`src/wupd_pkg.sv`:
```
package wupd_pkg;

    // Filter size and sample widths.
    localparam int NUM_TAPS   = 8;
    localparam int ERR_W      = 14;
    localparam int REF_W      = 14;
    localparam int WEIGHT_W   = 16;
    localparam int PROD_W     = 28;
    localparam int NORM_W     = 32;

    // Power estimate is scaled down before it is used as divisor.
    localparam int NORM_SHIFT = 10;

    // Magnitude bits of the halved product.
    localparam int QUOT_W     = 27;

    typedef logic signed [ERR_W-1:0]    err_t;
    typedef logic signed [REF_W-1:0]    ref_t;
    typedef logic signed [WEIGHT_W-1:0] weight_t;
    typedef logic signed [PROD_W-1:0]   prod_t;
    typedef logic signed [NORM_W-1:0]   norm_t;

    typedef logic [$clog2(NUM_TAPS)-1:0] tap_idx_t;

    typedef ref_t    [NUM_TAPS-1:0] ref_vec_t;
    typedef weight_t [NUM_TAPS-1:0] weight_vec_t;

    // One divide job.
    typedef struct packed
    {
        prod_t   prod;      // Error times reference.
        weight_t weight;    // Weight before the update.
    } div_req_t;

    typedef enum logic [1:0]
    {
        S_IDLE,
        S_MULT,
        S_DIV,
        S_WAIT
    } seq_state_t;

endpackage

```
`src/product_line.sv`:
```
`timescale 1ns/10ps

module product_line
(
    input  logic                clk,
    input  logic                rstn,
    input  logic                shift,
    input  wupd_pkg::tap_idx_t  tap_idx,
    input  wupd_pkg::err_t      e,
    input  wupd_pkg::ref_vec_t  ref_vec,
    output wupd_pkg::prod_t     head
);

    wupd_pkg::ref_t                         ref_sel;
    wupd_pkg::prod_t                        prod;
    wupd_pkg::prod_t [wupd_pkg::NUM_TAPS-1:0] line_q;

    assign ref_sel = ref_vec[tap_idx];

    // Both operands widened first so the multiply is signed at full width.
    assign prod = wupd_pkg::prod_t'(e) * wupd_pkg::prod_t'(ref_sel);

    always_ff @(posedge clk or negedge rstn)
    begin
        if (!rstn)
            line_q <= '0;
        else if (shift)
        begin
            line_q[0] <= prod;  // Newest entry.
            for (int i = 1; i < wupd_pkg::NUM_TAPS; i++)
            begin
                line_q[i] <= line_q[i-1];
            end
        end
    end

    // Oldest product is tap 0 once the product phase is over.
    assign head = line_q[wupd_pkg::NUM_TAPS-1];

endmodule

```
`src/tap_sequencer.sv`:
```
`timescale 1ns/10ps

module tap_sequencer
(
    input  logic               clk,
    input  logic               rstn,
    input  logic               start,
    input  logic               div_done,
    output wupd_pkg::tap_idx_t tap_idx,
    output logic               shift,
    output logic               div_start,
    output logic               busy,
    output logic               done
);

    wupd_pkg::seq_state_t state;
    logic                 last_tap;

    assign last_tap = (tap_idx == wupd_pkg::tap_idx_t'(wupd_pkg::NUM_TAPS - 1));

    // Products enter the line during S_MULT, then advance once per finished tap.
    assign shift     = (state == wupd_pkg::S_MULT) ||
                       ((state == wupd_pkg::S_WAIT) && div_done);
    assign div_start = (state == wupd_pkg::S_DIV);

    always_ff @(posedge clk or negedge rstn)
    begin
        if (!rstn)
        begin
            state   <= wupd_pkg::S_IDLE;
            tap_idx <= '0;
            busy    <= 1'b0;
            done    <= 1'b0;
        end
        else
        begin
            done <= 1'b0;
            if (done)
                busy <= 1'b0;   // Busy drops together with done.

            case (state)
                wupd_pkg::S_IDLE:
                begin
                    if (start && !busy)
                    begin
                        state   <= wupd_pkg::S_MULT;
                        tap_idx <= '0;
                        busy    <= 1'b1;
                    end
                end

                wupd_pkg::S_MULT:
                begin
                    if (last_tap)
                    begin
                        tap_idx <= '0;
                        state   <= wupd_pkg::S_DIV;
                    end
                    else
                        tap_idx <= tap_idx + 1'b1;
                end

                wupd_pkg::S_DIV:
                    state <= wupd_pkg::S_WAIT;

                wupd_pkg::S_WAIT:
                begin
                    if (div_done)
                    begin
                        if (last_tap)
                        begin
                            state <= wupd_pkg::S_IDLE;
                            done  <= 1'b1;
                        end
                        else
                        begin
                            tap_idx <= tap_idx + 1'b1;
                            state   <= wupd_pkg::S_DIV;
                        end
                    end
                end

                default:
                    state <= wupd_pkg::S_IDLE;
            endcase
        end
    end

endmodule

```
`src/weight_bank.sv`:
```
`timescale 1ns/10ps

module weight_bank
(
    input  logic                  clk,
    input  logic                  rstn,
    input  wupd_pkg::tap_idx_t    tap_idx,
    input  logic                  wr_en,
    input  wupd_pkg::weight_t     wr_data,
    output wupd_pkg::weight_t     rd_data,
    output wupd_pkg::weight_vec_t weights
);

    wupd_pkg::weight_vec_t w_q;

    // Weights persist across runs and are only cleared by reset.
    always_ff @(posedge clk or negedge rstn)
    begin
        if (!rstn)
            w_q <= '0;
        else if (wr_en)
            w_q[tap_idx] <= wr_data;
    end

    assign rd_data = w_q[tap_idx];  // Previous weight of the current tap.
    assign weights = w_q;

endmodule

```
`src/weight_divider.sv`:
```
`timescale 1ns/10ps

module weight_divider
(
    input  logic               clk,
    input  logic               rstn,
    input  logic               div_start,
    input  wupd_pkg::div_req_t req,
    input  wupd_pkg::norm_t    n,
    output wupd_pkg::weight_t  result,
    output logic               div_done
);

    typedef logic [$clog2(wupd_pkg::QUOT_W+1)-1:0] step_t;

    logic                               running;
    step_t                              step;
    logic                               last_step;
    wupd_pkg::prod_t                    dividend;
    wupd_pkg::prod_t                    dividend_mag;
    wupd_pkg::norm_t                    divisor;
    logic [wupd_pkg::QUOT_W-1:0]        quo;
    logic [wupd_pkg::NORM_W-1:0]        rem;
    logic [wupd_pkg::NORM_W-1:0]        rem_sh;
    logic [wupd_pkg::NORM_W-1:0]        dvs;
    logic                               neg;
    logic                               div_ok;
    wupd_pkg::weight_t                  w_prev;
    logic signed [wupd_pkg::QUOT_W+1:0] q_ext;
    logic signed [wupd_pkg::QUOT_W+1:0] sum;
    logic                               fits;

    assign dividend     = req.prod >>> 1;
    assign dividend_mag = dividend[wupd_pkg::PROD_W-1] ? -dividend : dividend;
    assign divisor      = n >>> wupd_pkg::NORM_SHIFT;
    assign last_step    = (step == step_t'(wupd_pkg::QUOT_W));

    // Remainder shifted left with the next dividend bit.
    assign rem_sh = {rem[wupd_pkg::NORM_W-2:0], quo[wupd_pkg::QUOT_W-1]};

    always_comb
    begin
        q_ext = {2'b00, quo};
        if (neg)
            q_ext = -q_ext;     // Truncation toward zero.
        sum = q_ext + w_prev;
    end

    // Upper bits all equal means the sum fits a weight.
    assign fits = (sum[wupd_pkg::QUOT_W+1:wupd_pkg::WEIGHT_W-1] == '0) ||
                  (sum[wupd_pkg::QUOT_W+1:wupd_pkg::WEIGHT_W-1] == '1);

    always_ff @(posedge clk or negedge rstn)
    begin
        if (!rstn)
        begin
            running  <= 1'b0;
            step     <= '0;
            div_done <= 1'b0;
        end
        else
        begin
            div_done <= 1'b0;
            if (!running)
            begin
                if (div_start)
                begin
                    running <= 1'b1;
                    step    <= '0;
                end
            end
            else if (last_step)
            begin
                running  <= 1'b0;
                div_done <= 1'b1;
            end
            else
                step <= step + 1'b1;
        end
    end

    always_ff @(posedge clk)
    begin
        if (!running && div_start)
        begin
            quo    <= dividend_mag[wupd_pkg::QUOT_W-1:0];
            rem    <= '0;
            dvs    <= divisor;
            neg    <= dividend[wupd_pkg::PROD_W-1];
            div_ok <= (divisor > 0);
            w_prev <= req.weight;
        end
        else if (running && !last_step)
        begin
            // One restoring step.
            if (rem_sh >= dvs)
            begin
                rem <= rem_sh - dvs;
                quo <= {quo[wupd_pkg::QUOT_W-2:0], 1'b1};
            end
            else
            begin
                rem <= rem_sh;
                quo <= {quo[wupd_pkg::QUOT_W-2:0], 1'b0};
            end
        end
        else if (running && last_step)
        begin
            if (!div_ok)
                result <= w_prev;   // No update without a positive divisor.
            else if (fits)
                result <= sum[wupd_pkg::WEIGHT_W-1:0];
            else if (sum[wupd_pkg::QUOT_W+1])
                result <= {1'b1, {(wupd_pkg::WEIGHT_W-1){1'b0}}};
            else
                result <= {1'b0, {(wupd_pkg::WEIGHT_W-1){1'b1}}};
        end
    end

endmodule

```
`src/weight_update_top.sv`:
```
`timescale 1ns/10ps

module weight_update_top
(
    input  logic                  clk,
    input  logic                  rstn,
    input  logic                  start,
    input  wupd_pkg::err_t        e,
    input  wupd_pkg::ref_vec_t    ref_vec,
    input  wupd_pkg::norm_t       n,
    output wupd_pkg::weight_vec_t weights,
    output logic                  busy,
    output logic                  done
);

    wupd_pkg::tap_idx_t tap_idx;
    logic               shift;
    logic               div_start;
    logic               div_done;
    wupd_pkg::prod_t    head;
    wupd_pkg::weight_t  rd_data;
    wupd_pkg::weight_t  result;
    wupd_pkg::div_req_t req;

    assign req.prod   = head;
    assign req.weight = rd_data;

    tap_sequencer u_seq
    (
        .clk       (clk),
        .rstn      (rstn),
        .start     (start),
        .div_done  (div_done),
        .tap_idx   (tap_idx),
        .shift     (shift),
        .div_start (div_start),
        .busy      (busy),
        .done      (done)
    );

    product_line u_prod
    (
        .clk     (clk),
        .rstn    (rstn),
        .shift   (shift),
        .tap_idx (tap_idx),
        .e       (e),
        .ref_vec (ref_vec),
        .head    (head)
    );

    weight_divider u_div
    (
        .clk       (clk),
        .rstn      (rstn),
        .div_start (div_start),
        .req       (req),
        .n         (n),
        .result    (result),
        .div_done  (div_done)
    );

    weight_bank u_bank
    (
        .clk     (clk),
        .rstn    (rstn),
        .tap_idx (tap_idx),
        .wr_en   (div_done),
        .wr_data (result),
        .rd_data (rd_data),
        .weights (weights)
    );

endmodule

```
`config.mk`:
```
export PLATFORM = sky130hd
export DESIGN_NAME = weight_update_top
export DESIGN_NICKNAME = d
export VERILOG_FILES = /design/src/wupd_pkg.sv /design/src/product_line.sv /design/src/tap_sequencer.sv /design/src/weight_bank.sv /design/src/weight_divider.sv /design/src/weight_update_top.sv
export SDC_FILE = /design/constraint.sdc
export NUM_CORES = 2
export LEC_CHECK = 0
export CAP_MARGIN = 25
export CORE_AREA = 2 2 242 244
export DETAILED_ROUTE_END_ITERATION = 8
export DIE_AREA = 0 0 244 246
export DONT_BUFFER_PORTS = 1
export PLACE_DENSITY = 0.79
export SYNTH_ARGS = -nofsm -noshare
export SYNTH_HDL_FRONTEND = slang
export SYNTH_SLANG_ARGS = --single-unit
```
`constraint.sdc`:
```
create_clock -name clk -period 25 [get_ports clk]
set_clock_uncertainty 0.2 [all_clocks]
set_input_delay 2.5 -clock clk [delete_from_list [all_inputs] [get_ports clk]]
set_output_delay 2.5 -clock clk [all_outputs]
set_load 0.01 [all_outputs]
```
==> flow_summary.toml <==
[outcome]
run_status = "finished clean"

[timing]
min_period_over_period_pct = 38.7
highest_clock_rate_mhz = 103
worstMarginPinSlew_ps = 1190
total_count_of_max_transition_violations_in_the_final_report = 0
rsz0062_at_grt = "false"
timing.slew.headroom_pct = 20.5
setup-tns-final_ps = 0
final_critical_path_time_including_i_o_delays_and_setup_ps = 9670
timing_hold_violations_final = 0
timing.final.setup_violations = 0

[floorplan]
initial_utilization_pct = 54.5
chipHeight_um = 246
core_mm2 = 0.0574
die_x_um = 244
rows = 88
total_i_o_pin_count = 291
design.die.area_mm2 = 0.0600

[cts]
cts.sink_count = 472
clk_pin_slew_worst_paths_ps = 60
worst_skew_pair.late_latency_ps = 600
cts_root_buf = "sky130_fd_sc_hd__clkbuf_16"
cts_tree = "yes"
cts.repair_timing.setup_buffer_count = 0
cts_buffer_depth = 3
postcts_resize_cnt = 0
ctsHoldBuffers = 0
max_h_tree_level = 2
cts-buffers-inserted = 47

[cells_and_area]
mostFrequentLayoutCell = "sky130_fd_sc_hd__dfrtp_1"
num_antenna_cells = 0
ratio_of_cells_with_drive_above_1_in_the_final_layout_pct = 17.5
finalCoreUtilization_pct = 58.6
syn2layout_area_growth_pct = 7.53
fillerInstances = 4429
seqCellArea_mm2 = 0.0121
finalNetCount = 3329
multi_input_area_mm2 = 0.0176
final_cell_mix = "sky130_fd_sc_hd__dfrtp_1, sky130_fd_sc_hd__mux2_2, sky130_fd_sc_hd__inv_1"

[grt]
global_route.overflow_total = 0
grt_start_max_net_pins = 359
via_count_of_the_first_global_routing_pass = 22277
wire_length_of_the_first_global_routing_pass_um = 113000
grt_use_total_pct = 23.1
grt_antenna_before_repair = 2

[placement]
detailedPlacementHpwl_um = 50700
port_buffers = 0
gp_congestion = 0.968

[route]
dr.pass1.iters = 5
routed_wirelength_um = 69600
detail_route.vias_per_cell = 5.90
avgRoutedWirePerCell_um = 19.1
num_vias = 21491
drt_iter0_drc = 1516
drt_drc_violations_left = 0
antenna_left = 0

[worst_setup_path]
worst-endpoint-required_ps = 25200
worstSetupStartpointType = "input port"
worstSetupPathType = "in2reg"
critical_path.endpoint_type = "flop"
crit_path_max_incr_delay_ps = 740
cp_slowest_cell = "sky130_fd_sc_hd__o41ai_1"
critical_path.max_fanout = 14
critical_path_arrival_ps = 9880

[synth]
yosys_warnings = 0
synthesized_area_per_cell_um2 = 10.8
synth-seq-area-share_pct = 38.6
syn-cell-area_mm2 = 0.0313
synth_async_sr_flop_share_pct = 75.8
synth_area_leaders = "sky130_fd_sc_hd__dfrtp_1, sky130_fd_sc_hd__mux2_2, sky130_fd_sc_hd__fa_1"
netlist-cell-type-count = 75
library_cell_with_the_largest_summed_area_after_synthesis = "sky130_fd_sc_hd__dfrtp_1"
synthDominantCellAreaShare_pct = 28.6
ys_seq_elements = 472
synth_fp_nets = 3377
synth_cells = 2887
synth_edf_count = 83
dominantRegCellSynth = "sky130_fd_sc_hd__dfrtp_1"

[worst_hold_path]
worst_hold_path_type = "reg2reg"

[pwr]
irDropWorstVdd_v = 0.000158
leakage_nw = 16.4
p_per_area_mw_per_mm2 = 88.2

[run]
drv.max_cap_violation_count = 0
[flip-flops by register name (all words and copies together), names as in the netlist]
signal          cells
u_bank.weights    128
u_div.div_done      1
u_div.div_ok        1
u_div.dvs          22
u_div.neg           1
u_div.quo          27
u_div.rem          31
u_div.result       16
u_div.running       1
u_div.step          5
u_div.w_prev       16
u_prod.head        27
u_prod.line_q     189
u_seq.busy          1
u_seq.done          1
u_seq.state         2
u_seq.tap_idx       3
[routing by layer]
| layer | GRT usage [%] | routed length (µm) | share of wire, % | up-vias |
|---|---|---|---|---|
| met1 | 28.8 | 27900 | 40 | 10763 |
| met5 | 0 | 23 | 0.033 | - |
| met2 | 39.3 | 34600 | 50 | 684 |
| met4 | 9.70 | 2650 | 3.8 | 4 |
| met3 | 4.56 | 4430 | 6.4 | 190 |
| li1 | - | - | - | 9850 |
[path summary, 6_finish.rpt]
kind | start | end | slack, ps | depth (start not counted)
min reg2reg | u_prod.line_q[12] | u_prod.line_q[12] | 280 | 2
max reg2reg | u_seq.tap_idx[0] | u_prod.line_q[26] | 15390 | 31
min in group asynchronous | rstn | u_div.step[4] | 1410 | 0
min | u_prod.line_q[12] | u_prod.line_q[12] | 280 | 2
max | ref_vec[46] | u_prod.line_q[26] | 15330 | 30
max in group asynchronous | rstn | u_prod.line_q[17] | 22320 | 0
[report_power, final]
part | internal (W) | switching, W
Clock | 0.000388 | 0.000300
Sequential | 0.000782 | 0.000000900
Combinational | 0.000663 | 0.000832
Total | 0.00183 | 0.00113
[kinds of logic (layout without fill, tap and decap cells)]
kind of cell	Yosys count	in the layout	share of synthesized area [%]
AND/OR/NAND/NOR	578	578	8.93
AO/OA/AOI/OAI	517	517	10.7
flip-flops	472	472	38.6
buffers and inverters	444	433	5.36
multiplexers	417	417	14.9
adder cells (fa/ha/maj)	329	329	17.9
XOR/XNOR	130	130	3.64
[cell usage after synthesis, types with 6 or more instances]
cell,n
sky130_fd_sc_hd__inv_1,309
sky130_fd_sc_hd__a31oi_1,10
sky130_fd_sc_hd__dfxtp_1,31
sky130_fd_sc_hd__a21o_1,43
sky130_fd_sc_hd__a211oi_1,8
sky130_fd_sc_hd__or2_2,12
sky130_fd_sc_hd__or3_1,10
sky130_fd_sc_hd__o21ai_1,12
sky130_fd_sc_hd__edfxtp_1,83
sky130_fd_sc_hd__nor3_1,16
sky130_fd_sc_hd__buf_1,14
sky130_fd_sc_hd__nand2b_1,11
sky130_fd_sc_hd__nand2_1,212
sky130_fd_sc_hd__clkbuf_1,117
sky130_fd_sc_hd__mux2_2,351
sky130_fd_sc_hd__nand3_1,50
sky130_fd_sc_hd__xnor2_1,74
sky130_fd_sc_hd__o21bai_1,7
sky130_fd_sc_hd__o31ai_2,7
sky130_fd_sc_hd__dfrtp_1,358
sky130_fd_sc_hd__o21a_1,8
sky130_fd_sc_hd__fa_1,197
sky130_fd_sc_hd__xor2_1,56
sky130_fd_sc_hd__nor2b_1,21
sky130_fd_sc_hd__o31ai_1,28
sky130_fd_sc_hd__o41ai_1,12
sky130_fd_sc_hd__ha_1,132
sky130_fd_sc_hd__and3_1,6
sky130_fd_sc_hd__and2_1,91
sky130_fd_sc_hd__or4_1,10
sky130_fd_sc_hd__a22oi_1,26
sky130_fd_sc_hd__mux2i_1,62
sky130_fd_sc_hd__nor4_1,10
sky130_fd_sc_hd__nand4_1,13
sky130_fd_sc_hd__nor2_1,103
sky130_fd_sc_hd__o211ai_1,12
sky130_fd_sc_hd__o311ai_0,9
sky130_fd_sc_hd__a21oi_1,119
sky130_fd_sc_hd__o21ai_0,144
sky130_fd_sc_hd__o22a_1,27
[metrics by stage]
step	cells	hold slack, ps	worst slack (ps)	instance area [µm²]	power, W
after floorplan	2887	223	15450	31300	0.00199
after global placement	3551	264	14870	32000	0.00226
after detailed placement	3553	270	14760	32000	0.00231
after CTS	3639	283	15340	33600	0.00301
after global routing	3641	302	14830	33600	0.00323
final	3641	277	15330	33600	0.00297
[cell type report]
class                      count  area share [%]
inverter                     311            3.47
timing repair buffer          36           0.982
multi-input combinational   1971            52.2
tap                          765            2.85
clock inverter                19           0.432
sequential                   472            35.9
clock buffer                  67            4.11
[critical path: cells and delay by family]
kind / cells / cell delay (ps)
AO/OA/AOI/OAI: 12 / 2590
XOR/XNOR: 1 / 150
adder cells (fa/ha/maj): 7 / 3450
buffers and inverters: 7 / 530
multiplexers: 1 / 250
AND/OR/NAND/NOR: 2 / 400
Note: power is estimated with default switching activity, not from simulation.
